===== src/verilog/ntm_tensor_pkg.sv =====
package ntm_tensor_pkg;

  ////////////////////////////////////////////////////////////
  // Sizes
  ////////////////////////////////////////////////////////////

  // Element and modulus width
  localparam int DATA_W = 16;

  // Largest extent of any tensor axis
  localparam int MAX_DIM = 4;

  // Axis size, holds 1 to MAX_DIM
  localparam int DIM_W = 3;

  // Axis index, holds 0 to MAX_DIM-1
  localparam int IDX_W = 2;

  // Buffer address, covers MAX_DIM cubed words
  localparam int ADDR_W = 6;

  // Step counter of the shift-add multiplier
  localparam int STEP_W = $clog2(DATA_W);

  ////////////////////////////////////////////////////////////
  // Types
  ////////////////////////////////////////////////////////////

  // Sizes of one three-axis tensor
  typedef struct packed {
    logic [DIM_W-1:0] i;
    logic [DIM_W-1:0] j;
    logic [DIM_W-1:0] k;
  } tensor_dims_t;

  // Output boundary pulses, k every element
  typedef struct packed {
    logic i;
    logic j;
    logic k;
  } axis_strobe_t;

  // Controller sequence
  typedef enum logic [2:0] {
    STARTER,
    LOAD,
    FETCH,
    MULTIPLY,
    ACCUMULATE,
    EMIT,
    FINISH
  } ctrl_state_e;

endpackage


===== src/verilog/ntm_scalar_adder.sv =====
`timescale 1ns/1ps

module ntm_scalar_adder (
  input  logic                              CLK,
  input  logic                              RST,
  input  logic                              start,
  input  logic [ntm_tensor_pkg::DATA_W-1:0] modulo_in,
  input  logic [ntm_tensor_pkg::DATA_W-1:0] data_a_in,
  input  logic [ntm_tensor_pkg::DATA_W-1:0] data_b_in,
  output logic                              ready,
  output logic [ntm_tensor_pkg::DATA_W-1:0] data_out
);

  import ntm_tensor_pkg::*;

  // One extra bit for the carry
  logic [DATA_W:0] sum;
  logic [DATA_W:0] sum_red;

  assign sum = {1'b0, data_a_in} + {1'b0, data_b_in};
  // Both operands below modulus, one subtraction suffices
  assign sum_red = (sum >= {1'b0, modulo_in}) ? sum - {1'b0, modulo_in} : sum;

  // Done pulse one cycle after start
  always_ff @(posedge CLK or posedge RST) begin
    if (RST) begin
      ready <= 1'b0;
    end else begin
      ready <= start;
    end
  end

  // Result held until the next start
  always_ff @(posedge CLK) begin
    if (start) begin
      data_out <= sum_red[DATA_W-1:0];
    end
  end

endmodule


===== src/verilog/ntm_scalar_multiplier.sv =====
`timescale 1ns/1ps

module ntm_scalar_multiplier (
  input  logic                              CLK,
  input  logic                              RST,
  input  logic                              start,
  input  logic [ntm_tensor_pkg::DATA_W-1:0] modulo_in,
  input  logic [ntm_tensor_pkg::DATA_W-1:0] data_a_in,
  input  logic [ntm_tensor_pkg::DATA_W-1:0] data_b_in,
  output logic                              ready,
  output logic [ntm_tensor_pkg::DATA_W-1:0] data_out
);

  import ntm_tensor_pkg::*;

  // Control
  logic              busy;
  logic [STEP_W-1:0] step;

  // Operand and partial product registers
  logic [DATA_W-1:0] acc;
  logic [DATA_W-1:0] a_reg;
  logic [DATA_W-1:0] b_reg;
  logic [DATA_W-1:0] mod_reg;

  // One interleaved step
  logic [DATA_W:0]   dbl;
  logic [DATA_W:0]   dbl_red;
  logic [DATA_W:0]   sum;
  logic [DATA_W:0]   sum_red;
  logic [DATA_W-1:0] step_out;

  ////////////////////////////////////////////////////////////
  // Datapath
  ////////////////////////////////////////////////////////////

  always_comb begin
    // Double, stays below twice the modulus
    dbl      = {acc, 1'b0};
    dbl_red  = (dbl >= {1'b0, mod_reg}) ? dbl - {1'b0, mod_reg} : dbl;
    // Add A when the current B bit is set
    sum      = dbl_red + {1'b0, a_reg};
    sum_red  = (sum >= {1'b0, mod_reg}) ? sum - {1'b0, mod_reg} : sum;
    step_out = b_reg[DATA_W-1] ? sum_red[DATA_W-1:0] : dbl_red[DATA_W-1:0];
  end

  assign data_out = acc;

  ////////////////////////////////////////////////////////////
  // Sequencing
  ////////////////////////////////////////////////////////////

  // DATA_W steps after the start edge, ready on the last
  always_ff @(posedge CLK or posedge RST) begin
    if (RST) begin
      busy  <= 1'b0;
      step  <= '0;
      ready <= 1'b0;
    end else begin
      ready <= 1'b0;
      if (start) begin
        busy <= 1'b1;
        step <= '0;
      end else if (busy) begin
        step <= step + 1'b1;
        if (step == STEP_W'(DATA_W - 1)) begin
          busy  <= 1'b0;
          ready <= 1'b1;
        end
      end
    end
  end

  // Operands latched on start, B scanned from its MSB
  always_ff @(posedge CLK) begin
    if (start) begin
      acc     <= '0;
      a_reg   <= data_a_in;
      b_reg   <= data_b_in;
      mod_reg <= modulo_in;
    end else if (busy) begin
      acc   <= step_out;
      b_reg <= {b_reg[DATA_W-2:0], 1'b0};
    end
  end

endmodule


===== src/verilog/ntm_tensor_buffer.sv =====
`timescale 1ns/1ps

module ntm_tensor_buffer (
  input  logic                              CLK,
  input  logic                              RST,
  input  logic                              clear,
  input  logic                              write_enable,
  input  ntm_tensor_pkg::tensor_dims_t      size,
  input  logic [ntm_tensor_pkg::DATA_W-1:0] data_in,
  input  logic [ntm_tensor_pkg::ADDR_W-1:0] read_addr,
  output logic [ntm_tensor_pkg::DATA_W-1:0] data_out,
  output logic                              full
);

  import ntm_tensor_pkg::*;

  // Storage for one tensor
  logic [DATA_W-1:0] mem [MAX_DIM*MAX_DIM*MAX_DIM];

  // Count reaches MAX_DIM cubed, so one bit wider than an address
  logic [ADDR_W:0] wr_count;
  logic [ADDR_W:0] total;

  // Element count from the sampled sizes
  assign total = (ADDR_W+1)'(size.i) * (ADDR_W+1)'(size.j) * (ADDR_W+1)'(size.k);

  // Combinational read port
  assign data_out = mem[read_addr];

  // Write pointer and loaded flag
  always_ff @(posedge CLK or posedge RST) begin
    if (RST) begin
      wr_count <= '0;
      full     <= 1'b0;
    end else if (clear) begin
      wr_count <= '0;
      full     <= 1'b0;
    end else if (write_enable && !full) begin
      wr_count <= wr_count + 1'b1;
      // Last word of the tensor
      if (wr_count + 1'b1 == total) begin
        full <= 1'b1;
      end
    end
  end

  // Sequential fill, extra strobes dropped
  always_ff @(posedge CLK) begin
    if (write_enable && !full && !clear) begin
      mem[wr_count[ADDR_W-1:0]] <= data_in;
    end
  end

endmodule


===== src/verilog/ntm_tensor_product.sv =====
`timescale 1ns/1ps

module ntm_tensor_product (
  input  logic                              CLK,
  input  logic                              RST,
  input  logic                              start,
  input  logic [ntm_tensor_pkg::DATA_W-1:0] modulo_in,
  input  ntm_tensor_pkg::tensor_dims_t      size_a,
  input  ntm_tensor_pkg::tensor_dims_t      size_b,
  input  logic [ntm_tensor_pkg::DATA_W-1:0] data_a_in,
  input  logic                              data_a_enable,
  input  logic [ntm_tensor_pkg::DATA_W-1:0] data_b_in,
  input  logic                              data_b_enable,
  output logic                              ready,
  output logic [ntm_tensor_pkg::DATA_W-1:0] data_out,
  output ntm_tensor_pkg::axis_strobe_t      data_out_enable
);

  import ntm_tensor_pkg::*;

  ////////////////////////////////////////////////////////////
  // Signals
  ////////////////////////////////////////////////////////////

  ctrl_state_e state;

  // Sampled on start
  logic [DATA_W-1:0] mod_reg;
  tensor_dims_t      dims_a;
  tensor_dims_t      dims_b;

  // Loop indices, m is the contracted axis
  logic [IDX_W-1:0] i_cnt;
  logic [IDX_W-1:0] j_cnt;
  logic [IDX_W-1:0] k_cnt;
  logic [IDX_W-1:0] m_cnt;
  logic             i_last;
  logic             j_last;
  logic             k_last;
  logic             m_last;

  // Running sum of one output element
  logic [DATA_W-1:0] acc;

  // Buffers
  logic              clear_buffers;
  logic [ADDR_W-1:0] addr_a;
  logic [ADDR_W-1:0] addr_b;
  logic [DATA_W-1:0] data_a_buf;
  logic [DATA_W-1:0] data_b_buf;
  logic              full_a;
  logic              full_b;

  // Scalar units
  logic              start_scalar_multiplier;
  logic              ready_scalar_multiplier;
  logic [DATA_W-1:0] data_out_scalar_multiplier;
  logic              start_scalar_adder;
  logic              ready_scalar_adder;
  logic [DATA_W-1:0] data_out_scalar_adder;

  ////////////////////////////////////////////////////////////
  // Indexing
  ////////////////////////////////////////////////////////////

  // I = a.i, J = a.j, M = a.k = b.j, K = b.k
  assign i_last = DIM_W'(i_cnt) == dims_a.i - DIM_W'(1);
  assign j_last = DIM_W'(j_cnt) == dims_a.j - DIM_W'(1);
  assign m_last = DIM_W'(m_cnt) == dims_a.k - DIM_W'(1);
  assign k_last = DIM_W'(k_cnt) == dims_b.k - DIM_W'(1);

  // A[i][j][m] and B[i][m][k], row-major
  assign addr_a = (ADDR_W'(i_cnt) * ADDR_W'(dims_a.j) + ADDR_W'(j_cnt)) * ADDR_W'(dims_a.k)
                + ADDR_W'(m_cnt);
  assign addr_b = (ADDR_W'(i_cnt) * ADDR_W'(dims_b.j) + ADDR_W'(m_cnt)) * ADDR_W'(dims_b.k)
                + ADDR_W'(k_cnt);

  // Pulses derived from the state
  assign clear_buffers           = (state == STARTER) && start;
  assign start_scalar_multiplier = (state == FETCH);
  assign start_scalar_adder      = (state == MULTIPLY) && ready_scalar_multiplier;

  ////////////////////////////////////////////////////////////
  // Controller
  ////////////////////////////////////////////////////////////

  always_ff @(posedge CLK or posedge RST) begin
    if (RST) begin
      state           <= STARTER;
      ready           <= 1'b0;
      data_out        <= '0;
      data_out_enable <= '0;
      acc             <= '0;
      i_cnt           <= '0;
      j_cnt           <= '0;
      k_cnt           <= '0;
      m_cnt           <= '0;
    end else begin
      case (state)
        STARTER: begin
          ready <= 1'b0;
          if (start) begin
            acc   <= '0;
            i_cnt <= '0;
            j_cnt <= '0;
            k_cnt <= '0;
            m_cnt <= '0;
            state <= LOAD;
          end
        end
        // Both streams must be complete
        LOAD: begin
          if (full_a && full_b) begin
            state <= FETCH;
          end
        end
        // Operands read this cycle
        FETCH: begin
          state <= MULTIPLY;
        end
        MULTIPLY: begin
          if (ready_scalar_multiplier) begin
            state <= ACCUMULATE;
          end
        end
        ACCUMULATE: begin
          if (ready_scalar_adder) begin
            acc <= data_out_scalar_adder;
            if (m_last) begin
              // Present the element during EMIT
              m_cnt           <= '0;
              data_out        <= data_out_scalar_adder;
              data_out_enable <= '{i: k_last && j_last, j: k_last, k: 1'b1};
              state           <= EMIT;
            end else begin
              m_cnt <= m_cnt + 1'b1;
              state <= FETCH;
            end
          end
        end
        EMIT: begin
          data_out_enable <= '0;
          acc             <= '0;
          // Advance k, then j, then i
          if (k_last) begin
            k_cnt <= '0;
            if (j_last) begin
              j_cnt <= '0;
              i_cnt <= i_cnt + 1'b1;
            end else begin
              j_cnt <= j_cnt + 1'b1;
            end
          end else begin
            k_cnt <= k_cnt + 1'b1;
          end
          if (i_last && j_last && k_last) begin
            ready <= 1'b1;
            state <= FINISH;
          end else begin
            state <= FETCH;
          end
        end
        FINISH: begin
          ready <= 1'b0;
          state <= STARTER;
        end
        default: begin
          state <= STARTER;
        end
      endcase
    end
  end

  // Sizes and modulus for the whole case
  always_ff @(posedge CLK) begin
    if (clear_buffers) begin
      mod_reg <= modulo_in;
      dims_a  <= size_a;
      dims_b  <= size_b;
    end
  end

  ////////////////////////////////////////////////////////////
  // Instances
  ////////////////////////////////////////////////////////////

  ntm_tensor_buffer u_buffer_a (
    .CLK          (CLK),
    .RST          (RST),
    .clear        (clear_buffers),
    .write_enable (data_a_enable),
    .size         (dims_a),
    .data_in      (data_a_in),
    .read_addr    (addr_a),
    .data_out     (data_a_buf),
    .full         (full_a)
  );

  ntm_tensor_buffer u_buffer_b (
    .CLK          (CLK),
    .RST          (RST),
    .clear        (clear_buffers),
    .write_enable (data_b_enable),
    .size         (dims_b),
    .data_in      (data_b_in),
    .read_addr    (addr_b),
    .data_out     (data_b_buf),
    .full         (full_b)
  );

  // Product A[i][j][m] * B[i][m][k]
  ntm_scalar_multiplier u_scalar_multiplier (
    .CLK       (CLK),
    .RST       (RST),
    .start     (start_scalar_multiplier),
    .modulo_in (mod_reg),
    .data_a_in (data_a_buf),
    .data_b_in (data_b_buf),
    .ready     (ready_scalar_multiplier),
    .data_out  (data_out_scalar_multiplier)
  );

  // Running sum over m
  ntm_scalar_adder u_scalar_adder (
    .CLK       (CLK),
    .RST       (RST),
    .start     (start_scalar_adder),
    .modulo_in (mod_reg),
    .data_a_in (acc),
    .data_b_in (data_out_scalar_multiplier),
    .ready     (ready_scalar_adder),
    .data_out  (data_out_scalar_adder)
  );

endmodule

===== config.mk =====
export PLATFORM = sky130hd
export DESIGN_NAME = ntm_tensor_product
export DESIGN_NICKNAME = d
export VERILOG_FILES = /design/src/verilog/ntm_tensor_pkg.sv /design/src/verilog/ntm_scalar_adder.sv /design/src/verilog/ntm_scalar_multiplier.sv /design/src/verilog/ntm_tensor_buffer.sv /design/src/verilog/ntm_tensor_product.sv
export SDC_FILE = /design/constraint.sdc
export NUM_CORES = 2
export LEC_CHECK = 0
export BUFFER_PORTS_ARGS = -buffer_cell sky130_fd_sc_hd__buf_2
export CORE_MARGIN = 3
export CORE_UTILIZATION = 35
export CTS_CLUSTER_SIZE = 14
export DETAILED_ROUTE_END_ITERATION = 10
export SKIP_CTS_REPAIR_TIMING = 1
export SYNTH_ARGS = -nofsm -noshare
export SYNTH_HDL_FRONTEND = slang
export SYNTH_SLANG_ARGS = --single-unit

===== constraint.sdc =====
create_clock -name CLK -period 14.7 [get_ports CLK]
set_input_delay 2.94 -clock CLK [delete_from_list [all_inputs] [get_ports CLK]]
set_output_delay 2.94 -clock CLK [all_outputs]
set_load 0.02 [all_outputs]

==> flow_summary.yaml <==
critical_path:
  startpoint_type: "flip-flop"
  crit_buf_inv: 1
  slowest_delay_ps: 890
  worstPathRequired_ps: 15340
  rr_worst_depth: 26
  cp-end-kind: "flip-flop"
  arrival_ps: 8530
  cp_top_family: "compound AO/OA/AOI/OAI gates"
  slowest_stage: "nor3_4"
  cp_max_fo: 19
  crit_cells: 26
  critPathKind: "reg -> reg"
power:
  power.leakage_nw: 33.99
  p_per_area_nw_per_um2: 198.6
  ir_drop_mv: 0.3190
synthesis:
  syn_inst: 4583
  yosysWarnings: 0
  syn_avg_cell_area_um2: 20.09
  synth_seq_cells: 2232
  synth_cell_types: 85
  syn_nets: 4823
  synth_edf_count: 2146
  yosysTopAreaCellShare: 0.6999
  async_flop_share: 0.03136
  ys_top_cells_by_area: "edfxtp_1, mux4_2, dfrtp_1"
  ys_top_cells_by_count: "edfxtp_1, mux4_2, nor2_1"
  ys.flop_type: "edfxtp_1"
  syn_area_um2: 92080
  synth_most_common_cell: "edfxtp_1"
  yosysTopAreaCell: "edfxtp_1"
  yosysSeqAreaShare: 0.7224
drt:
  vias_per_cell: 5.317
  dr.pass1.iters: 5
  vias: 45550
  drc: 0
  drt.antenna.violating_nets: 0
  drt-initial-drc-count: 4899
  wl_per_cell_um: 25.96
  wirelength_um: 222400
floorplan:
  coreArea_um2: 260600
  die_w_um: 518.9
  io_pins: 91
  fp.dieArea_um2: 269300
  die_y_um: 518.9
  initial_utilization: 0.3533
  rows: 187
layout:
  finalNetCount: 5112
  fin_util: 0.4029
  multi_input_area_um2: 24540
  drive_above_1_share: 0.2652
  seq_area_um2: 66510
  n_fill_cell: 23050
  syn2layout_area_growth_pct: 14.06
global_route:
  grt_max_degree: 125
  grt_pass1_vias: 46550
  grt_overflow: 0
  grt_pass1_wl_um: 327700
  grtUsageTotal: 0.1637
  grt_antenna_before_repair: 13
sta:
  tightest_slew_ps: 1243
  setup_slack_ps: 6815
  fmax_ghz: 0.1268
  hold_violations: 0
  drv_slew: 0
  min_period_over_period: 0.5364
  fin_skew_ps: 108.9
  setup_viol: 0
  layout_min_cycle_time_ps: 7885
  grt_setup_unrepaired: "no"
  maxSlewHeadroom: 0.1715
  final.setup.tns_ps: 0
clock_network:
  path_clk_slew_ps: 70
  ctsRootBufferMaster: "clkbuf_16"
  cts_sinks: 2232
  h-tree-depth: 4
  cts_tree: "yes"
  cts-buffers-inserted: 225
  clk-insertion-delay-late_ps: 890
  clockBufferDepth: 3
place:
  io_buffers: 90
  gp_congestion: 0.8349
  hpwl_um: 131300
  dp_slack_ps: 6839
flow_run:
  cap_violations: 0
worst_hold_path:
  holdPathStages: 0
  hold_class: "reg -> reg"
status:
  status: "complete, no violations"
[worst reg2reg max path: cells and delay by family (launching register included)]
family	cells	cell delay, ps
AO/OA/AOI/OAI	15	3810
XOR/XNOR	1	200
adder cells (fa/ha/maj)	3	1060
buffers and inverters	1	360
flip-flops	1	510
multiplexers	1	290
AND/OR/NAND/NOR	5	1410
[power breakdown]
group,switching [mW],total [mW],internal (mW)
Clock,2.45,5.60,3.15
Combinational,4.23,7.70,3.47
Sequential,0.226,7.56,7.33
Total,6.91,20.9,13.9
[cells in the final DEF, fill, tap and decap left out, types with 22 or more instances in the layout]
cell type	netlist	layout
buf_2	18	90
buf_4	2	181
a211oi_1	26	26
xor2_1	38	35
nor2b_1	28	28
clkinv_2	0	42
nor2_1	206	187
inv_1	103	102
edfxtp_1	2146	2146
clkbuf_1	151	55
mux2i_1	50	50
nor3_1	27	24
clkinv_1	2	58
o21ai_0	101	101
a21o_1	43	43
nand2_1	199	199
a21oi_1	80	80
or3_1	22	22
dfrtp_1	70	70
mux4_2	640	640
xnor2_1	93	90
mux2_2	49	49
ha_1	138	134
and2_1	42	42
nand3_1	29	29
fa_1	31	29
clkbuf_16	0	226
[metrics by stage]
| step | power [mW] | hold slack [ps] | cell area, µm² | std cells |
|---|---|---|---|---|
| floorplan | 13.25 | 426.4 | 92080 | 4583 |
| global placement | 15.37 | 455.8 | 97740 | 8141 |
| detailed placement | 15.40 | 458.8 | 97740 | 8141 |
| CTS | 21.04 | 456.8 | 105000 | 8563 |
| global route | 21.90 | 486.2 | 105000 | 8565 |
| finish | 20.85 | 469.3 | 105000 | 8567 |
[per-layer routing]
metal  vias to the layer above  global-route usage  part of all wire
li1                      19350                   -                 -
met1                     24440              0.2378              0.44
met2                      1476              0.2599              0.48
met3                       283             0.02571             0.064
met4                         8             0.03730             0.018
met5                         -                   0           0.00022
[cell families after synthesis]
kind of cell,count (synthesis),synth area share
xor+xnor,131,0.01246
compound gates,362,0.02624
fa+ha+maj,169,0.02549
buf+inv,319,0.01353
flops,2232,0.7224
mux,740,0.1681
simple gates,630,0.03178
[layout make-up]
| type | count | share of cell area |
|---|---|---|
| antenna | 4 | 0.00009531 |
| inverter | 105 | 0.003777 |
| clock buffer | 283 | 0.05608 |
| multi-input combinational | 2032 | 0.2337 |
| tap | 3496 | 0.04165 |
| clock inverter | 139 | 0.01319 |
| timing repair buffer | 276 | 0.01818 |
| sequential | 2232 | 0.6333 |
[worst paths after layout]
check	startpoint	slack (ps)	endpoint
hold / removal	mod_reg[4]	470	u_scalar_multiplier.mod_reg[4]
max in group asynchronous	RST	11490	u_buffer_b.wr_count[1]
min in group asynchronous	RST	2090	data_out[5]
hold reg to reg	mod_reg[4]	470	u_scalar_multiplier.mod_reg[4]
setup / recovery	u_scalar_multiplier.data_out[1]	6810	u_scalar_multiplier.data_out[2]
setup reg to reg	u_scalar_multiplier.data_out[1]	6810	u_scalar_multiplier.data_out[2]
Note: power is estimated with default switching activity, not from simulation.
